==> src/gpio_pkg.sv <==
////////////////////
// Shared definitions of the GPIO subsystem
// Bus widths, bank address split, register offsets
// Response codes and decoder channel states
////////////////////

`default_nettype none

package gpio_pkg;

  ////////////////////
  // Bus widths
  ////////////////////

  // Slave address width
  localparam int unsigned ADDR_W = 16;
  // Bus data width
  localparam int unsigned DATA_W = 32;

  // log2 of the 16 byte window of one bank
  localparam int unsigned BANK_SHIFT = 4;
  // Offset bits inside one bank
  localparam int unsigned REG_AW = 4;

  ////////////////////
  // Encodings
  ////////////////////

  // Register offsets inside a bank
  typedef enum logic [3:0] {
    REG_DIR = 4'h0,  // output enable, r/w
    REG_OUT = 4'h4,  // output value, r/w
    REG_IN  = 4'h8   // synchronised pins, read only
  } gpio_reg_e;

  // AXI response codes in use
  typedef enum logic [1:0] {
    RESP_OKAY   = 2'b00,
    RESP_SLVERR = 2'b10
  } resp_e;

  // Per channel state of the decoder
  typedef enum logic {
    CH_IDLE = 1'b0,
    CH_BUSY = 1'b1
  } chan_state_e;

endpackage

`default_nettype wire

==> src/gpio_bank.sv <==
////////////////////
// One GPIO bank
// Direction and output registers, two flop input synchroniser
// Register port with valid/ready request and response channels
////////////////////

`default_nettype none

module gpio_bank #(
  parameter int unsigned DW = 8
) (
  input  logic                        bus,
  input  logic                        rst_n,
  // Write request
  input  logic                        wvalid,
  output logic                        wready,
  input  logic [gpio_pkg::REG_AW-1:0] waddr,
  input  logic [gpio_pkg::DATA_W-1:0] wdata,
  // Read request
  input  logic                        rvalid,
  output logic                        rready,
  input  logic [gpio_pkg::REG_AW-1:0] raddr,
  // Write response, always OKAY
  output logic                        b_valid,
  input  logic                        b_ready,
  // Read response, always OKAY
  output logic                        r_valid,
  input  logic                        r_ready,
  output logic [gpio_pkg::DATA_W-1:0] r_data,
  // Pins
  output logic [DW-1:0]               gpio_e,
  output logic [DW-1:0]               gpio_o,
  input  logic [DW-1:0]               gpio_i
);

  import gpio_pkg::*;

  logic          w_trn;
  logic          r_trn;
  // Input synchroniser stages
  logic [DW-1:0] gpio_meta;
  logic [DW-1:0] gpio_sync;

  ////////////////////
  // Write access
  ////////////////////

  // No new write while a B response waits
  assign wready = ~b_valid;
  assign w_trn  = wvalid & wready;

  // Direction and output registers
  always_ff @(posedge bus) begin
    if (!rst_n) begin
      gpio_e <= '0;
      gpio_o <= '0;
    end else if (w_trn) begin
      case (gpio_reg_e'(waddr))
        REG_DIR: gpio_e <= wdata[DW-1:0];
        REG_OUT: gpio_o <= wdata[DW-1:0];
        // REG_IN and unused offsets, answered but dropped
        default: ;
      endcase
    end
  end

  // B valid, held until accepted
  always_ff @(posedge bus) begin
    if (!rst_n) begin
      b_valid <= 1'b0;
    end else begin
      b_valid <= w_trn | (b_valid & ~b_ready);
    end
  end

  ////////////////////
  // Input pins
  ////////////////////

  // Two flops, pin change visible 2 cycles later
  always_ff @(posedge bus) begin
    gpio_meta <= gpio_i;
    gpio_sync <= gpio_meta;
  end

  ////////////////////
  // Read access
  ////////////////////

  assign rready = ~r_valid;
  assign r_trn  = rvalid & rready;

  // Read data zero extended, unknown offsets read zero
  always_ff @(posedge bus) begin
    if (r_trn) begin
      case (gpio_reg_e'(raddr))
        REG_DIR: r_data <= DATA_W'(gpio_e);
        REG_OUT: r_data <= DATA_W'(gpio_o);
        REG_IN:  r_data <= DATA_W'(gpio_sync);
        default: r_data <= '0;
      endcase
    end
  end

  // R valid, held until accepted
  always_ff @(posedge bus) begin
    if (!rst_n) begin
      r_valid <= 1'b0;
    end else begin
      r_valid <= r_trn | (r_valid & ~r_ready);
    end
  end

endmodule

`default_nettype wire

==> src/gpio_bank_decoder.sv <==
////////////////////
// Bank decoder of the GPIO subsystem
// Accepts AW/W and AR, picks a bank from the upper address bits
// Raises its own error response for out of range banks
////////////////////

`default_nettype none

module gpio_bank_decoder #(
  parameter int unsigned NBANKS = 4
) (
  input  logic                          bus,
  input  logic                          rst_n,
  // Slave request channels
  input  logic                          awvalid,
  output logic                          awready,
  input  logic [gpio_pkg::ADDR_W-1:0]   awaddr,
  input  logic                          wvalid,
  output logic                          wready,
  input  logic [gpio_pkg::DATA_W-1:0]   wdata,
  input  logic                          arvalid,
  output logic                          arready,
  input  logic [gpio_pkg::ADDR_W-1:0]   araddr,
  // Slave response handshakes, from the merger
  input  logic                          bvalid,
  input  logic                          bready,
  input  logic                          rvalid,
  input  logic                          rready,
  // Requests toward the banks
  output logic [NBANKS-1:0]             bank_wvalid,
  input  logic [NBANKS-1:0]             bank_wready,
  output logic [gpio_pkg::REG_AW-1:0]   bank_waddr,
  output logic [gpio_pkg::DATA_W-1:0]   bank_wdata,
  output logic [NBANKS-1:0]             bank_rvalid,
  input  logic [NBANKS-1:0]             bank_rready,
  output logic [gpio_pkg::REG_AW-1:0]   bank_raddr,
  // Decode error responder
  output logic                          err_bvalid,
  input  logic                          err_bready,
  output logic                          err_rvalid,
  input  logic                          err_rready
);

  import gpio_pkg::*;

  // All upper address bits form the index, so aliasing never hides an error
  localparam int unsigned IDX_W = ADDR_W - BANK_SHIFT;

  chan_state_e      w_state;
  chan_state_e      r_state;
  logic             aw_hs;
  logic             ar_hs;
  // Registered requests
  logic             w_pend;
  logic             w_err;
  logic [IDX_W-1:0] w_idx;
  logic             r_pend;
  logic             r_err;
  logic [IDX_W-1:0] r_idx;
  // Selected bank ready
  logic             w_bank_rdy;
  logic             r_bank_rdy;

  ////////////////////
  // Write channel
  ////////////////////

  // AW and W taken together, only when idle
  assign awready = awvalid & wvalid & (w_state == CH_IDLE);
  assign wready  = awready;
  assign aw_hs   = awvalid & awready;

  // Busy from the AW/W handshake until the slave B handshake
  always_ff @(posedge bus) begin
    if (!rst_n) begin
      w_state <= CH_IDLE;
    end else if (aw_hs) begin
      w_state <= CH_BUSY;
    end else if (bvalid & bready) begin
      w_state <= CH_IDLE;
    end
  end

  // Request payload, split into index and offset
  always_ff @(posedge bus) begin
    if (aw_hs) begin
      w_idx      <= awaddr[ADDR_W-1:BANK_SHIFT];
      w_err      <= awaddr[ADDR_W-1:BANK_SHIFT] >= IDX_W'(NBANKS);
      bank_waddr <= awaddr[REG_AW-1:0];
      bank_wdata <= wdata;
    end
  end

  // One hot valid toward the indexed bank
  always_comb begin
    bank_wvalid = '0;
    w_bank_rdy  = 1'b0;
    for (int i = 0; i < NBANKS; i++) begin
      if (w_idx == IDX_W'(i)) begin
        bank_wvalid[i] = w_pend & ~w_err;
        w_bank_rdy     = bank_wready[i];
      end
    end
  end

  // Pending until the bank takes it, or one cycle for an error
  always_ff @(posedge bus) begin
    if (!rst_n) begin
      w_pend     <= 1'b0;
      err_bvalid <= 1'b0;
    end else begin
      w_pend     <= aw_hs | (w_pend & ~(w_err | w_bank_rdy));
      err_bvalid <= (w_pend & w_err) | (err_bvalid & ~err_bready);
    end
  end

  ////////////////////
  // Read channel
  ////////////////////

  assign arready = arvalid & (r_state == CH_IDLE);
  assign ar_hs   = arvalid & arready;

  always_ff @(posedge bus) begin
    if (!rst_n) begin
      r_state <= CH_IDLE;
    end else if (ar_hs) begin
      r_state <= CH_BUSY;
    end else if (rvalid & rready) begin
      r_state <= CH_IDLE;
    end
  end

  always_ff @(posedge bus) begin
    if (ar_hs) begin
      r_idx      <= araddr[ADDR_W-1:BANK_SHIFT];
      r_err      <= araddr[ADDR_W-1:BANK_SHIFT] >= IDX_W'(NBANKS);
      bank_raddr <= araddr[REG_AW-1:0];
    end
  end

  always_comb begin
    bank_rvalid = '0;
    r_bank_rdy  = 1'b0;
    for (int i = 0; i < NBANKS; i++) begin
      if (r_idx == IDX_W'(i)) begin
        bank_rvalid[i] = r_pend & ~r_err;
        r_bank_rdy     = bank_rready[i];
      end
    end
  end

  // Error read data is zero, supplied by the merger
  always_ff @(posedge bus) begin
    if (!rst_n) begin
      r_pend     <= 1'b0;
      err_rvalid <= 1'b0;
    end else begin
      r_pend     <= ar_hs | (r_pend & ~(r_err | r_bank_rdy));
      err_rvalid <= (r_pend & r_err) | (err_rvalid & ~err_rready);
    end
  end

endmodule

`default_nettype wire

==> src/gpio_resp_merge.sv <==
////////////////////
// Response merger of the GPIO subsystem
// Drains bank and decode error responses onto slave B and R
////////////////////

`default_nettype none

module gpio_resp_merge #(
  parameter int unsigned NBANKS = 4
) (
  // Bank responses
  input  logic [NBANKS-1:0]                       b_valid,
  output logic [NBANKS-1:0]                       b_ready,
  input  logic [NBANKS-1:0]                       r_valid,
  output logic [NBANKS-1:0]                       r_ready,
  input  logic [NBANKS-1:0][gpio_pkg::DATA_W-1:0] r_data,
  // Decode error responder
  input  logic                                    err_bvalid,
  output logic                                    err_bready,
  input  logic                                    err_rvalid,
  output logic                                    err_rready,
  // Slave B channel
  output logic                                    bvalid,
  input  logic                                    bready,
  output gpio_pkg::resp_e                         bresp,
  // Slave R channel
  output logic                                    rvalid,
  input  logic                                    rready,
  output logic [gpio_pkg::DATA_W-1:0]             rdata,
  output gpio_pkg::resp_e                         rresp
);

  import gpio_pkg::*;

  ////////////////////
  // B channel
  ////////////////////

  // One source valid at most, a plain OR is enough
  assign bvalid = (|b_valid) | err_bvalid;

  // Error responder is the only SLVERR source
  assign bresp = err_bvalid ? RESP_SLVERR : RESP_OKAY;

  // Ready back to the valid source only
  assign b_ready    = b_valid & {NBANKS{bready}};
  assign err_bready = err_bvalid & bready;

  ////////////////////
  // R channel
  ////////////////////

  assign rvalid = (|r_valid) | err_rvalid;
  assign rresp  = err_rvalid ? RESP_SLVERR : RESP_OKAY;

  // AND-OR select of bank data
  // Error reads leave it at zero
  always_comb begin
    rdata = '0;
    for (int i = 0; i < NBANKS; i++) begin
      if (r_valid[i]) begin
        rdata = rdata | r_data[i];
      end
    end
  end

  assign r_ready    = r_valid & {NBANKS{rready}};
  assign err_rready = err_rvalid & rready;

endmodule

`default_nettype wire

==> src/gpio_subsys_top.sv <==
////////////////////
// Top of the multi bank GPIO subsystem
// Bank decoder, NBANKS GPIO banks, response merger
////////////////////

`default_nettype none

module gpio_subsys_top #(
  parameter int unsigned NBANKS = 4,
  parameter int unsigned DW     = 8
) (
  input  logic                        bus,
  input  logic                        rst_n,
  // AXI4-Lite slave
  input  logic                        awvalid,
  output logic                        awready,
  input  logic [gpio_pkg::ADDR_W-1:0] awaddr,
  input  logic                        wvalid,
  output logic                        wready,
  input  logic [gpio_pkg::DATA_W-1:0] wdata,
  output logic                        bvalid,
  input  logic                        bready,
  output gpio_pkg::resp_e             bresp,
  input  logic                        arvalid,
  output logic                        arready,
  input  logic [gpio_pkg::ADDR_W-1:0] araddr,
  output logic                        rvalid,
  input  logic                        rready,
  output logic [gpio_pkg::DATA_W-1:0] rdata,
  output gpio_pkg::resp_e             rresp,
  // Pins, bank b in slice [b*DW +: DW]
  output logic [NBANKS*DW-1:0]        gpio_e,
  output logic [NBANKS*DW-1:0]        gpio_o,
  input  logic [NBANKS*DW-1:0]        gpio_i
);

  import gpio_pkg::*;

  // Decoder to banks
  logic [NBANKS-1:0]             bank_wvalid;
  logic [NBANKS-1:0]             bank_wready;
  logic [REG_AW-1:0]             bank_waddr;
  logic [DATA_W-1:0]             bank_wdata;
  logic [NBANKS-1:0]             bank_rvalid;
  logic [NBANKS-1:0]             bank_rready;
  logic [REG_AW-1:0]             bank_raddr;
  // Banks to merger
  logic [NBANKS-1:0]             b_valid;
  logic [NBANKS-1:0]             b_ready;
  logic [NBANKS-1:0]             r_valid;
  logic [NBANKS-1:0]             r_ready;
  logic [NBANKS-1:0][DATA_W-1:0] r_data;
  // Decode error responses
  logic                          err_bvalid;
  logic                          err_bready;
  logic                          err_rvalid;
  logic                          err_rready;

  gpio_bank_decoder #(
    .NBANKS (NBANKS)
  ) gpio_bank_decoder_inst (
    .bus         (bus),
    .rst_n       (rst_n),
    .awvalid     (awvalid),
    .awready     (awready),
    .awaddr      (awaddr),
    .wvalid      (wvalid),
    .wready      (wready),
    .wdata       (wdata),
    .arvalid     (arvalid),
    .arready     (arready),
    .araddr      (araddr),
    .bvalid      (bvalid),
    .bready      (bready),
    .rvalid      (rvalid),
    .rready      (rready),
    .bank_wvalid (bank_wvalid),
    .bank_wready (bank_wready),
    .bank_waddr  (bank_waddr),
    .bank_wdata  (bank_wdata),
    .bank_rvalid (bank_rvalid),
    .bank_rready (bank_rready),
    .bank_raddr  (bank_raddr),
    .err_bvalid  (err_bvalid),
    .err_bready  (err_bready),
    .err_rvalid  (err_rvalid),
    .err_rready  (err_rready)
  );

  ////////////////////
  // GPIO banks
  ////////////////////

  for (genvar g = 0; g < NBANKS; g++) begin : g_bank
    gpio_bank #(
      .DW (DW)
    ) gpio_bank_inst (
      .bus     (bus),
      .rst_n   (rst_n),
      .wvalid  (bank_wvalid[g]),
      .wready  (bank_wready[g]),
      .waddr   (bank_waddr),
      .wdata   (bank_wdata),
      .rvalid  (bank_rvalid[g]),
      .rready  (bank_rready[g]),
      .raddr   (bank_raddr),
      .b_valid (b_valid[g]),
      .b_ready (b_ready[g]),
      .r_valid (r_valid[g]),
      .r_ready (r_ready[g]),
      .r_data  (r_data[g]),
      .gpio_e  (gpio_e[g*DW +: DW]),
      .gpio_o  (gpio_o[g*DW +: DW]),
      .gpio_i  (gpio_i[g*DW +: DW])
    );
  end

  gpio_resp_merge #(
    .NBANKS (NBANKS)
  ) gpio_resp_merge_inst (
    .b_valid    (b_valid),
    .b_ready    (b_ready),
    .r_valid    (r_valid),
    .r_ready    (r_ready),
    .r_data     (r_data),
    .err_bvalid (err_bvalid),
    .err_bready (err_bready),
    .err_rvalid (err_rvalid),
    .err_rready (err_rready),
    .bvalid     (bvalid),
    .bready     (bready),
    .bresp      (bresp),
    .rvalid     (rvalid),
    .rready     (rready),
    .rdata      (rdata),
    .rresp      (rresp)
  );

endmodule

`default_nettype wire
==> config.mk <==
export PLATFORM = sky130hd
export DESIGN_NAME = gpio_subsys_top
export DESIGN_NICKNAME = d
export VERILOG_FILES = /design/src/gpio_pkg.sv /design/src/gpio_bank.sv /design/src/gpio_bank_decoder.sv /design/src/gpio_resp_merge.sv /design/src/gpio_subsys_top.sv
export SDC_FILE = /design/constraint.sdc
export NUM_CORES = 1
export LEC_CHECK = 0
export BUFFER_PORTS_ARGS = -buffer_cell sky130_fd_sc_hd__buf_2
export CAP_MARGIN = 20
export CORE_MARGIN = 2
export CORE_UTILIZATION = 35
export CTS_CLUSTER_SIZE = 16
export DETAILED_ROUTE_END_ITERATION = 7
export GPL_ROUTABILITY_DRIVEN = 0
export PLACE_DENSITY_LB_ADDON = 0.25
export SYNTH_ARGS = -nofsm -noshare
export SYNTH_HDL_FRONTEND = slang
export SYNTH_SLANG_ARGS = --single-unit
==> constraint.sdc <==
create_clock -name bus -period 2.3 [get_ports bus]
set_clock_uncertainty 0.05 [all_clocks]
set_input_delay 0.46 -clock bus [delete_from_list [all_inputs] [get_ports bus]]
set_output_delay 0.46 -clock bus [all_outputs]
set_load 0.05 [all_outputs]
* Yosys cells after proc, flatten, opt, wreduce, memory -nomap -nowiden
Index checks and enable logic that the tools add are counted.
W data, S select, Z words.
** Storage, ports and cells
- Bits in registers :: 312
- Input port bits :: 103
- Output and inout port bits :: 105
- Logic and storage cells :: 176
** Operators by class
- Magnitude comparators :: 2
- Eq/ne operators :: 9
- Mux-type cells :: 30
- Bitwise gates (word level) :: 78
- Reductions and logical operators :: 16
** Operator list (count)
- $mux W32 :: 4
- $or A32 B32 Y32 :: 3
- $pmux W8 S3 :: 4
- $eq A12 B2 Y1 const B :: 4
- $and A1 B1 Y1 :: 33
- $eq A12 B1 Y1 const B :: 2
- $ge A12 B3 Y1 const B :: 2
- $logic_not A12 Y1 :: 2
- $not A1 Y1 :: 24
- $mux W1 :: 20
- $or A1 B1 Y1 :: 16
- $reduce_and A2 Y1 :: 8
- $and A4 B4 Y4 :: 2
- $eq A4 B3 Y1 const B :: 2
- $logic_not A4 Y1 :: 2
- $reduce_or A4 Y1 :: 2
- $eq A4 B4 Y1 const B :: 1
- $mux W2 :: 2
- $reduce_bool A2 Y1 :: 2

* Depth between registers and ports, before layout
Gate-level depths: netlist (run 1).
- Depth in word-level cells :: 9
- Mapped depth :: 6
- Depth with buffers taken out :: 4

* By module
From an unflattened synthesis (run 1), not the netlist that was laid out.
** Unflattened totals
- Cells, all modules :: 820
- Area, all modules :: 10034.6 um2
** By module, submodules not included
- gpio_bank :: times used 4, cells each 141, area an instance 1631.6 um2, sequential area each 920.9 um2
- gpio_bank_decoder :: times used 1, cells each 123, area an instance 2434.8 um2, sequential area each 2102.0 um2
- gpio_resp_merge :: times used 1, cells each 133, area an instance 1073.5 um2, sequential area each 0.0 um2

* Worst setup path after synthesis (run 1)
No wires, ideal clock.
- Path type :: reg-to-reg
- From :: register gpio_bank_decoder_inst.w_idx[7]
- To :: register g_bank[0].gpio_bank_inst.gpio_e[4]
- Library setup time :: 0.126 ns
- Data arrival time :: 2.269 ns
- Required time :: 2.124 ns
- Setup slack :: -0.145 ns
- Stages on the path, launching flop included :: 7
- Path buffers :: 2
- Clock period less this slack :: 2.445 ns
- Path through :: edfxtp_1 -> or4_1 -> or4_1 -> buf_6 -> or4_4 -> buf_6 -> mux2i_1
** On the way
- Longest elaborated chain between the ends :: 4
** Ends and longest elaborated chain
- from (decl) :: RTL line gpio_bank_decoder.sv:56 : logic [IDX_W-1:0] w_idx;
- from (signal assigned) :: RTL line gpio_bank_decoder.sv:87 : w_idx <= awaddr[ADDR_W-1:BANK_SHIFT];
- $logic_not A12 Y1 :: RTL line gpio_bank_decoder.sv:99 : if (w_idx == IDX_W'(i)) begin
- $mux W1 :: RTL line gpio_bank_decoder.sv:99
- $and A1 B1 Y1 :: RTL line gpio_bank.sv:50 : assign w_trn = wvalid & wready;
- $reduce_and A2 Y1 (no line)
- to (signal assigned) :: RTL line gpio_bank.sv:59 : REG_DIR: gpio_e <= wdata[DW-1:0];
- to (decl) :: RTL line gpio_bank.sv:31 : output logic [DW-1:0] gpio_e,
No other way between the ends.
A chain may end at the register's enable or synchronous reset.

* Final worst setup path (run 1)
- From :: register gpio_bank_decoder_inst.w_idx[8]
- To :: register g_bank[3].gpio_bank_inst.gpio_e[3]
** On the way
- Longest elaborated chain between the ends :: 4
** Ends and longest elaborated chain (RTL line)
- $eq A12 B2 Y1 :: gpio_bank_decoder.sv:99
- $mux W1 :: gpio_bank_decoder.sv:99
- $and A1 B1 Y1 :: gpio_bank.sv:50
- $reduce_and A2 Y1 (no line)
- to (signal assigned) :: gpio_bank.sv:59
- to (decl) :: gpio_bank.sv:31
No other way between the ends.

==> qor.log, run 1 <==
INFO  sta            min_period_over_period=103.6%
INFO  worst_setup_path timing.critical_path.slowest_stage_cell=or4_4
INFO  pwr            pwr_density_cell=859.4mW/mm2
INFO  worst_hold_path hp-class=in2reg
INFO  clock_tree     clkSinkCount=216
INFO  worst_hold_path hold-path-endpoint=g_bank[1].gpio_bank_inst.gpio_meta[6]
INFO  clock_tree     cts-root-to-sink-buffers=3
INFO  pwr            peak_supply_drop=0.5165mV
INFO  job            cap_viol_max_count=0
INFO  placement      dp_hpwl=13400um
INFO  logic_synthesis synth_seq_cells=216
INFO  placement      preCtsSetupSlack=-135.2ps
INFO  sta            unrepaired_setup_endpoints_after_global_routing=true
INFO  global_route   overall_fraction_of_global_route_tracks_in_use=16.41%
INFO  worst_setup_path worstSetupStartpointType=register
INFO  sta            fmax=419.8MHz
INFO  die            die_w=151.5um
INFO  logic_synthesis netlist.area_leader.share=37.35%
INFO  die            std_cell_rows=53
INFO  logic_synthesis ys.warnings.count=0
INFO  die            floorplan.die_area=0.02294mm2
INFO  clock_tree     clk_latency=500ps
INFO  drt            remaining_drc_errors=0
INFO  die            boundaryPins=208
INFO  logic_synthesis ys_seq_area_share=66.55%
INFO  worst_hold_path worst_hold_startpoint=gpio_i[14]
INFO  logic_synthesis post_synth_xor_area_fraction=0%
INFO  status         status=finished, violations left
INFO  drt            drt_first_iter_violations=252
INFO  logic_synthesis synth-edff-count=74
INFO  pwr            leakagePower=4.361nW
INFO  worst_setup_path path_class=reg2reg
INFO  drt            avg_vias_per_cell=4.649
INFO  placement      portBuffers=157
INFO  worst_setup_path slowest_stage_delay_cp=650ps
INFO  logic_synthesis synth_top_area_cell=dfxtp_1
INFO  global_route   grt_pass1_wl=28530um
INFO  global_route   grt_overflow=0
INFO  sta            relSlewSlack=65.55%
INFO  drt            drt_wl_total=19090um
INFO  drt            detail-route-antenna-nets=0
INFO  drt            wire_per_inst=17.18um
INFO  logic_synthesis fraction_of_the_mapped_netlist_area_in_compound_gates=6.247%
INFO  sta            drv_slew=0
INFO  sta            hold_viol=0
INFO  status         violations=setup timing
INFO  sta            fin_ws=-82.12ps
INFO  global_route   antenna_found_initial=0
INFO  final_layout   final_net_count=923
INFO  final_layout   ant_diodes=0
INFO  logic_synthesis postSynthCellCount=624
INFO  worst_setup_path rr_worst_depth=4
INFO  final_layout   layout-drive-gt1-share=29.07%
INFO  die            floorplan.initialDensity=35.98%
INFO  logic_synthesis dominantRegCellSynth=dfxtp_1
INFO  logic_synthesis synth_top_family_by_area=simple AND/OR/NAND/NOR gates
INFO  worst_setup_path crit_path_end_kind=register
INFO  worst_setup_path critical_path.most_common_cell=or4_4
INFO  clock_tree     tritoncts=done
INFO  clock_tree     cts-root-buf=clkbuf_16
INFO  die            coreArea=0.02115mm2
INFO  clock_tree     clock_transition_at_path_regs=60ps
INFO  worst_setup_path worst-path-max-fanout=8
INFO  sta            final.setup.tns=-1178ps
INFO  sta            timing.final.crit_period=2382ps
INFO  die            floorplan.die.height=151.5um
INFO  clock_tree     numCtsBuffers=23
INFO  logic_synthesis synthTopCellsByArea=dfxtp_1 37%, edfxtp_1 29%, mux2i_1 8.4%
INFO  worst_setup_path worst_r2r_endpoint=g_bank[3].gpio_bank_inst.gpio_e[3]
INFO  drt            drt_pass1_iterations=4
INFO  worst_setup_path r2r-start=gpio_bank_decoder_inst.w_idx[8]
INFO  global_route   number_of_global_route_vias_before_repair=5017
INFO  global_route   largest_net_degree_at_the_start_of_global_routing=33
INFO  worst_hold_path cell_count_of_the_worst_hold_path=1
INFO  logic_synthesis synth.lib_cells_used.distinct=36
INFO  final_layout   area_growth_syn_to_layout=28.77%
INFO  worst_setup_path worst-r2r-setup-slack=-80ps
INFO  sta            setup_viols_final=16
INFO  logic_synthesis synth_simple_gate_area_share=13.30%
INFO  logic_synthesis synth_fa_ha_area_share=0%
INFO  logic_synthesis synthesis.area_per_instance=12.20um2
INFO  drt            total_number_of_vias=5165
INFO  logic_synthesis async_flop_share=0%
INFO  worst_setup_path crit_path_cell_trace=or4_4 > or4_4 > or4_4 > mux2i_1
INFO  clock_tree     htree_levels=1
INFO  logic_synthesis synth_mux_area_share=9.009%
INFO  sta            max_slew.worst_pin.slew=512.1ps
INFO  worst_setup_path critical_path_arrival=2690ps
INFO  worst_setup_path cp.required=2610ps
INFO  logic_synthesis mappedNetlistArea=0.007611mm2
[worst max-delay path by stage]
| stage | startpoint | slack, ps | cells past startpoint | endpoint |
|---|---|---|---|---|
| after floorplan | gpio_bank_decoder_inst.w_idx[8] | -40 | 6 | g_bank[3].gpio_bank_inst.gpio_e[4] |
| after global placement | gpio_bank_decoder_inst.w_idx[8] | -120 | 5 | g_bank[3].gpio_bank_inst.gpio_e[3] |
| after detailed placement | gpio_bank_decoder_inst.w_idx[8] | -140 | 5 | g_bank[3].gpio_bank_inst.gpio_e[3] |
| after CTS | gpio_bank_decoder_inst.w_idx[8] | -120 | 5 | g_bank[3].gpio_bank_inst.gpio_e[2] |
| after global routing | gpio_bank_decoder_inst.w_idx[8] | -140 | 4 | g_bank[3].gpio_bank_inst.gpio_e[1] |
| final | gpio_bank_decoder_inst.w_idx[8] | -80 | 4 | g_bank[3].gpio_bank_inst.gpio_e[3] |
[through the flow]
stage               power [mW]  hold WS [ps]  cell area, um2  utilization [%]  cells
global route             8.695        0.2811            9801            46.33   1111
CTS                      8.515        0.4919            9788            46.27   1110
finish                   8.422         17.62            9801            46.33   1111
floorplan                4.399         259.6            7707                -    649
global placement         4.505         262.0            8742            41.33   1049
detailed placement       4.508         262.1            8742            41.33   1049
[report_power, final]
group	leakage (nW)	switching, mW	internal [mW]
combinational	2.03	0.258	0.110
sequential	1.91	0.0356	4.05
clock	0.416	1.47	2.50
total	4.36	1.76	6.66
[cell type report]
type | instances | area [um2]
multi-input cells | 372 | 2302
well taps | 275 | 344.1
flip-flops and latches | 216 | 5070
repair buffers | 203 | 1239
fillers | 1942 | 11350
inverters | 4 | 15.01
clock inverters | 10 | 155.1
clock buffers | 31 | 675.6
[per-layer routing]
metal  share of wire, %  vias to the layer above  GRT usage [%]
li1                   -                     2535              -
met1                 44                     2433          22.09
met2                 47                      174          26.95
met3                7.1                       23          3.832
met4                1.7                        0          3.832
met5                  0                        -              0
[flip-flops by register name, indices dropped and copies added (netlist names), 4 cells and up]
| register | cells |
|---|---|
| g_bank.gpio_bank_inst.b_valid | 4 |
| g_bank.gpio_bank_inst.gpio_e | 32 |
| g_bank.gpio_bank_inst.gpio_meta | 32 |
| g_bank.gpio_bank_inst.gpio_o | 32 |
| g_bank.gpio_bank_inst.gpio_sync | 32 |
| g_bank.gpio_bank_inst.r_data | 32 |
| g_bank.gpio_bank_inst.r_valid | 4 |
| gpio_bank_decoder_inst.bank_raddr | 4 |
| gpio_bank_decoder_inst.bank_waddr | 4 |
| gpio_bank_decoder_inst.bank_wdata | 8 |
| gpio_bank_decoder_inst.r_idx | 12 |
| gpio_bank_decoder_inst.w_idx | 12 |
[placed cells by master, fill, tap and decap left out, types with 4 or more instances in the layout]
cell,netlist,final
buf_2,1,157
nand2_1,155,155
dfxtp_1,142,138
edfxtp_1,74,74
mux2i_1,64,64
a22oi_1,49,49
conb_1,1,26
clkbuf_16,0,23
dlygate4sd3_1,0,20
buf_4,29,20
nor2_1,8,7
nor2b_1,8,7
clkbuf_8,0,7
nor4_1,7,6
o21a_1,6,6
nand3_1,5,5
nor3_1,5,5
or4_4,3,5
nor3b_1,4,4
inv_1,4,4
o21ai_0,4,4
clkinv_2,0,4
bufinv_16,0,4
dfxtp_2,0,4
buf_12,0,4
[critical path: cells and delay by family, from the launching register on]
family           cells  cell delay [ps]
AND/OR/NAND/NOR      3             1670
flip-flops           1              360
multiplexers         1              160
[synth_stat cells (2+ instances only)]
| library cell | n |
|---|---|
| nor4_4 | 3 |
| o21a_1 | 6 |
| nor2_1 | 8 |
| nor4_1 | 7 |
| a21boi_0 | 3 |
| buf_6 | 4 |
| nand3_1 | 5 |
| nand2b_1 | 3 |
| inv_1 | 4 |
| nand2_1 | 155 |
| a22oi_1 | 49 |
| nand4_1 | 2 |
| dfxtp_1 | 142 |
| edfxtp_1 | 74 |
| nor3b_1 | 4 |
| or4_1 | 3 |
| clkbuf_1 | 22 |
| or3_1 | 3 |
| mux2i_1 | 64 |
| mux4_2 | 2 |
| nor2b_1 | 8 |
| o21ai_0 | 4 |
| or4_4 | 3 |
| buf_4 | 29 |
| nor3_1 | 5 |
| nor4b_1 | 2 |
[kinds of logic (layout without fill, tap and decap cells)]
| group | Yosys count | after routing |
|---|---|---|
| multiplexers | 66 | 66 |
| buffers and inverters | 61 | 248 |
| AND/OR/NAND/NOR | 215 | 215 |
| other | 1 | 26 |
| flip-flops | 216 | 216 |
| AO/OA/AOI/OAI | 65 | 65 |
[what timing repair did]
| action | in CTS | in global routing |
|---|---|---|
| hold endpoints to repair | 20 | 0 |
| setup endpoints to repair | 48 | 59 |
| setup buffers | 0 | 2 |
| pin swaps | 2 | 4 |
| hold buffers | 20 | 0 |
| gates resized for setup | 4 | 5 |
Power figures use the tool's default switching activity.
==> inputs of run 2 (changes only) <==
--- a/config.mk
+++ b/config.mk
@@ -12,6 +12,7 @@
 export CTS_CLUSTER_SIZE = 16
 export DETAILED_ROUTE_END_ITERATION = 7
 export GPL_ROUTABILITY_DRIVEN = 0
+export GPL_TIMING_DRIVEN = 0
 export PLACE_DENSITY_LB_ADDON = 0.25
 export SYNTH_ARGS = -nofsm -noshare
 export SYNTH_HDL_FRONTEND = slang
==> qor.log, run 2 (synthesis results as in run 1) <==
INFO  worst_setup_path critical_path.top_delay_family=simple AND/OR/NAND/NOR gates
INFO  clock_tree     tritoncts=done
INFO  global_route   number_of_global_route_vias_before_repair=5186
INFO  sta            timing.final.crit_period=2287ps
INFO  clock_tree     htree_levels=1
INFO  sta            relSlewSlack=50.30%
INFO  sta            drv_slew=0
INFO  final_layout   ant_diodes=0
INFO  die            boundaryPins=208
INFO  worst_setup_path crit_path_cell_trace=or4_4 > or4_4 > or4_4 > mux2i_1
INFO  clock_tree     cts-root-buf=clkbuf_16
INFO  pwr            power.total=8.584mW
INFO  placement      dp_hpwl=14370um
INFO  final_layout   layout-drive-gt1-share=30.71%
INFO  status         status=finished, final reports clean
INFO  die            floorplan.die_area=0.02294mm2
INFO  clock_tree     clk_latency=510ps
INFO  pwr            peak_supply_drop=0.6511mV
INFO  sta            hold_viol=0
INFO  die            std_cell_rows=53
INFO  clock_tree     numCtsBuffers=24
INFO  drt            detail-route-antenna-nets=0
INFO  final_layout   area_growth_syn_to_layout=34.29%
INFO  drt            drt_wl_total=19840um
INFO  drt            avg_vias_per_cell=4.606
INFO  drt            wire_per_inst=17.05um
INFO  sta            fmax=437.2MHz
INFO  sta            min_period_over_period=99.46%
INFO  sta            unrepaired_setup_endpoints_after_global_routing=true
INFO  worst_setup_path worst_path_bufs_invs=0
INFO  drt            drt_first_iter_violations=323
INFO  final_layout   final_net_count=974
INFO  drt            drt_pass1_iterations=5
INFO  worst_setup_path worstSetupStartpointType=register
INFO  pwr            leakagePower=4.579nW
INFO  global_route   grt_overflow=0
INFO  clock_tree     clkSinkCount=216
INFO  global_route   overall_fraction_of_global_route_tracks_in_use=17.00%
INFO  die            coreArea=0.02115mm2
INFO  worst_setup_path path_class=reg2reg
INFO  global_route   grt_pass1_wl=29240um
INFO  placement      portBuffers=157
INFO  die            die_w=151.5um
INFO  worst_setup_path crit_path_end_kind=register
INFO  final_layout   final.fill_count=1924
INFO  die            floorplan.die.height=151.5um
INFO  final_layout   utilization=48.32%
INFO  worst_hold_path hp-class=in2reg
INFO  worst_setup_path critical_path_arrival=2610ps
INFO  job            cap_viol_max_count=0
INFO  clock_tree     clock_transition_at_path_regs=60ps
INFO  worst_setup_path slowest_stage_delay_cp=560ps
INFO  sta            setup_viols_final=0
INFO  worst_setup_path critical_path.most_common_cell=or4_4
INFO  final_layout   final_common_cell=buf_2
INFO  pwr            pwr_density_cell=839.8mW/mm2
INFO  global_route   antenna_found_initial=1
INFO  worst_setup_path cp.required=2620ps
INFO  global_route   largest_net_degree_at_the_start_of_global_routing=20
INFO  clock_tree     cts-root-to-sink-buffers=3
INFO  worst_setup_path worst-path-max-fanout=8
INFO  die            floorplan.initialDensity=35.98%
INFO  drt            remaining_drc_errors=0
INFO  worst_setup_path timing.critical_path.slowest_stage_cell=or4_4
INFO  final_layout   mostFrequentLayoutCells=158 x buf_2, 155 x nand2_1, 142 x dfxtp_1
INFO  sta            max_slew.worst_pin.slew=744.7ps
INFO  drt            total_number_of_vias=5361
## run 2: what timing repair did
action | CTS | global route
gates resized for setup | 20 | 12
hold buffers | 25 | 2
hold endpoints to repair | 25 | 2
buffers inserted | 7 | 4
endpoints found under the setup margin | 116 | 66
pin swaps | 4 | 2
## run 2: through the flow
| stage | instance area (um2) | hold WS, ps | TNS [ps] | instances | setup WS (ps) |
|---|---|---|---|---|---|
| 2_1_floorplan | 7707 | 259.6 | -305.6 | 649 | -38.21 |
| 3_3_place_gp | 8837 | 261.9 | -41640 | 1081 | -537.3 |
| 3_5_place_dp | 8890 | 262.1 | -17900 | 1088 | -400.7 |
| 4_1_cts | 10180 | 2.254 | -368.4 | 1162 | -55.17 |
| 5_1_grt | 10220 | 0.6327 | -912.9 | 1164 | -52.99 |
| 6_report | 10220 | 24.28 | 0 | 1164 | 12.51 |
## run 2: final timing paths
path / startpoint / endpoint / slack [ps] / cells past startpoint
setup / recovery: gpio_bank_decoder_inst.w_idx[8] / g_bank[3].gpio_bank_inst.gpio_e[0] / 10 / 4
hold / removal: gpio_i[9] / g_bank[1].gpio_bank_inst.gpio_meta[1] / 20 / 1
setup reg to reg: gpio_bank_decoder_inst.w_idx[8] / g_bank[3].gpio_bank_inst.gpio_e[0] / 10 / 4
hold reg to reg: g_bank[3].gpio_bank_inst.gpio_meta[2] / g_bank[3].gpio_bank_inst.gpio_sync[2] / 270 / 0
## run 2: per-layer routing
metal / routed length (um) / share of wire, % / vias up / GRT usage [%]
li1: - / - / 2639 / -
met1: 8474 / 43 / 2517 / 21.86
met2: 9746 / 49 / 174 / 29.50
met3: 1263 / 6.4 / 29 / 3.563
met4: 346 / 1.7 / 2 / 3.785
met5: 13 / 0.066 / - / 0
## run 2: area by class of cell
type / instances / area (um2) / area share [%]
tap: 275 / 344.1 / 3.366
multi-input combinational: 372 / 2371 / 23.20
sequential: 216 / 5065 / 49.55
inverter: 4 / 15.01 / 0.1469
buffer: 51 / 310.3 / 3.036
timing repair buffer: 202 / 1242 / 12.16
clock buffer: 35 / 745.7 / 7.296
clock inverter: 9 / 127.6 / 1.249
## run 2: where the power goes
| part | internal, mW | total [mW] | leakage, nW | switching [mW] |
|---|---|---|---|---|
| clock network | 2.59 | 4.08 | 0.431 | 1.49 |
| logic | 0.149 | 0.417 | 2.24 | 0.269 |
| registers | 4.05 | 4.09 | 1.91 | 0.0397 |
| total | 6.79 | 8.58 | 4.58 | 1.79 |
## run 2: worst reg2reg max path: stages (launching register included)
cell and delay, ps:
edfxtp_1 360, or4_4 540, or4_4 480, or4_4 560, mux2i_1 160
==> inputs of run 3 (changes only) <==
--- a/config.mk
+++ b/config.mk
@@ -5,15 +5,16 @@
 export SDC_FILE = /design/constraint.sdc
 export NUM_CORES = 1
 export LEC_CHECK = 0
-export BUFFER_PORTS_ARGS = -buffer_cell sky130_fd_sc_hd__buf_2
 export CAP_MARGIN = 20
 export CORE_MARGIN = 2
 export CORE_UTILIZATION = 35
 export CTS_CLUSTER_SIZE = 16
 export DETAILED_ROUTE_END_ITERATION = 7
+export DONT_BUFFER_PORTS = 1
 export GPL_ROUTABILITY_DRIVEN = 0
 export GPL_TIMING_DRIVEN = 0
 export PLACE_DENSITY_LB_ADDON = 0.25
+export RECOVER_POWER = 25
 export SYNTH_ARGS = -nofsm -noshare
 export SYNTH_HDL_FRONTEND = slang
 export SYNTH_SLANG_ARGS = --single-unit
==> qor.log, run 3 (synthesis results as in run 1) <==
INFO  status         status=finished, violations left
INFO  status         violations=setup timing
INFO  worst_hold_path worst_hold_startpoint=rready
INFO  worst_setup_path worst_r2r_endpoint=g_bank[3].gpio_bank_inst.gpio_e[4]
INFO  clock_tree     clkSinkCount=216
INFO  drt            remaining_drc_errors=0
INFO  clock_tree     clk_latency=520ps
INFO  placement      portBuffers=0
INFO  worst_setup_path cp.required=2630ps
INFO  pwr            leakagePower=3.990nW
INFO  worst_setup_path r2r-start=gpio_bank_decoder_inst.w_idx[8]
INFO  worst_hold_path hp-class=in2reg
INFO  worst_setup_path rr_worst_depth=4
INFO  job            cap_viol_max_count=0
INFO  drt            drt_pass1_iterations=4
INFO  worst_setup_path worst_path_bufs_invs=0
INFO  worst_setup_path critical_path_arrival=2720ps
INFO  pwr            pwr_density_cell=833.7mW/mm2
INFO  sta            max_slew.worst_pin.slew=715.5ps
INFO  worst_setup_path crit_path_end_kind=register
INFO  drt            avg_vias_per_cell=4.864
INFO  global_route   antenna_found_initial=0
INFO  sta            hold_viol=0
INFO  sta            relSlewSlack=52.30%
INFO  global_route   largest_net_degree_at_the_start_of_global_routing=21
INFO  die            floorplan.die_area=0.02294mm2
INFO  global_route   grt_overflow=0
INFO  worst_setup_path worst-r2r-setup-slack=-80ps
INFO  worst_setup_path worstSetupStartpointType=register
INFO  die            floorplan.die.height=151.5um
INFO  sta            timing.final.crit_period=2385ps
INFO  global_route   number_of_global_route_vias_before_repair=5229
INFO  final_layout   final.fill_count=1904
INFO  pwr            peak_supply_drop=0.6815mV
INFO  final_layout   final_common_cell=nand2_1
INFO  placement      dp_hpwl=14610um
INFO  die            floorplan.initialDensity=35.98%
INFO  final_layout   final_net_count=863
INFO  die            die_w=151.5um
INFO  worst_hold_path hold-path-endpoint=gpio_bank_decoder_inst.err_rvalid
INFO  worst_hold_path cell_count_of_the_worst_hold_path=2
INFO  clock_tree     htree_levels=1
INFO  placement      place.detailed.instances=932
INFO  sta            drv_slew=0
INFO  worst_setup_path worst-path-max-fanout=8
INFO  drt            total_number_of_vias=5122
INFO  worst_setup_path critical_path.top_delay_family=simple AND/OR/NAND/NOR gates
INFO  global_route   overall_fraction_of_global_route_tracks_in_use=17.52%
INFO  drt            drt_wl_total=20300um
INFO  sta            min_period_over_period=103.7%
INFO  final_layout   ant_diodes=0
INFO  clock_tree     cts-root-buf=clkbuf_16
INFO  global_route   grt_pass1_wl=30060um
INFO  final_layout   mostFrequentLayoutCells=148 x nand2_1, 142 x dfxtp_1, 74 x edfxtp_1
INFO  clock_tree     numCtsBuffers=24
INFO  worst_setup_path timing.critical_path.slowest_stage_cell=or4_4
INFO  worst_setup_path slowest_stage_delay_cp=680ps
INFO  worst_setup_path critical_path.most_common_cell=or4_4
INFO  drt            drt_first_iter_violations=264
INFO  clock_tree     clock_transition_at_path_regs=60ps
INFO  worst_setup_path crit_path_cell_trace=or4_4 > or4_4 > or4_4 > mux2i_1
INFO  die            boundaryPins=208
INFO  die            std_cell_rows=53
INFO  drt            detail-route-antenna-nets=0
INFO  final_layout   layout-drive-gt1-share=16.45%
INFO  clock_tree     cts-root-to-sink-buffers=3
INFO  sta            unrepaired_setup_endpoints_after_global_routing=true
INFO  die            coreArea=0.02115mm2
INFO  sta            setup_viols_final=28
INFO  final_layout   post_layout_nonfiller_instances=1053
INFO  sta            fin_ws=-84.94ps
INFO  worst_setup_path path_class=reg2reg
INFO  drt            wire_per_inst=19.27um
INFO  sta            fmax=419.3MHz
INFO  final_layout   area_growth_syn_to_layout=28.90%
INFO  clock_tree     tritoncts=done
INFO  final_layout   utilization=46.38%
-- run 3: changes by cell type in the layout (fill, tap and decap cells not counted), sizes merged --
cell and change:
clkbuf -2, clkinv +3, buf -157, bufinv -3
clkinvlp +1, dlygate4sd3 +46, inv +1
-- run 3: worst max path at each step --
stage | startpoint | end | slack (ps) | cells after the start
6_report | gpio_bank_decoder_inst.w_idx[8] | g_bank[3].gpio_bank_inst.gpio_e[4] | -80 | 4
5_1_grt | gpio_bank_decoder_inst.w_idx[8] | g_bank[3].gpio_bank_inst.gpio_e[2] | -150 | 4
4_1_cts | gpio_bank_decoder_inst.w_idx[8] | g_bank[3].gpio_bank_inst.gpio_e[6] | -100 | 5
3_5_place_dp | gpio_bank_decoder_inst.w_idx[8] | g_bank[1].gpio_bank_inst.gpio_o[6] | -310 | 5
3_3_place_gp | gpio_bank_decoder_inst.r_idx[9] | g_bank[1].gpio_bank_inst.r_data[6] | -460 | 3
2_1_floorplan | gpio_bank_decoder_inst.w_idx[8] | g_bank[3].gpio_bank_inst.gpio_e[4] | -40 | 6
-- run 3: metal layers --
| layer | GRT usage (%) | up-vias | part of all wire [%] |
|---|---|---|---|
| li1 | - | 2423 | - |
| met1 | 20.73 | 2493 | 40 |
| met2 | 31.00 | 182 | 50 |
| met3 | 5.180 | 24 | 8.5 |
| met4 | 4.720 | 0 | 1.6 |
| met5 | 0 | - | 0 |
-- run 3: where the power goes --
group | switching [mW] | internal [mW] | total (mW) | leakage [nW]
clock | 1.52 | 2.15 | 3.68 | 0.393
combinational | 0.256 | 0.155 | 0.411 | 1.69
sequential | 0.0433 | 4.05 | 4.09 | 1.91
-- run 3: area by class of cell --
type,count,area (um2),area share (%)
Timing Repair Buffer,90,905.9,9.234
Buffer,52,319.1,3.252
Multi-Input combinational cell,372,2381,24.27
Sequential cell,216,5065,51.63
Inverter,4,15.01,0.1530
Tap cell,275,344.1,3.507
Clock inverter,11,76.32,0.7780
Clock buffer,33,704.4,7.180
-- run 3: through the flow --
| stage | TNS (ps) | cell area, um2 | total power, mW | setup slack [ps] | hold slack [ps] |
|---|---|---|---|---|---|
| 2_1_floorplan | -305.6 | 7707 | 4.399 | -38.21 | 259.6 |
| 3_3_place_gp | -34900 | 8051 | 4.460 | -459.6 | 262.0 |
| 3_5_place_dp | -13530 | 8123 | 4.474 | -306.0 | 262.1 |
| 4_1_cts | -1312 | 9761 | 8.263 | -98.08 | 64.55 |
| 5_1_grt | -4187 | 9811 | 8.452 | -149.8 | 67.86 |
| 6_report | -1318 | 9811 | 8.179 | -84.94 | 83.64 |
-- run 3: repair_timing --
action / in CTS / in global routing
buffers inserted: 8 / 1
hold buffers: 73 / 0
pin swaps: 4 / 2
endpoints found under the hold margin: 73 / 0
gates cloned: 0 / 0
endpoints found under the setup margin: 109 / 99
resized for setup: 18 / 17
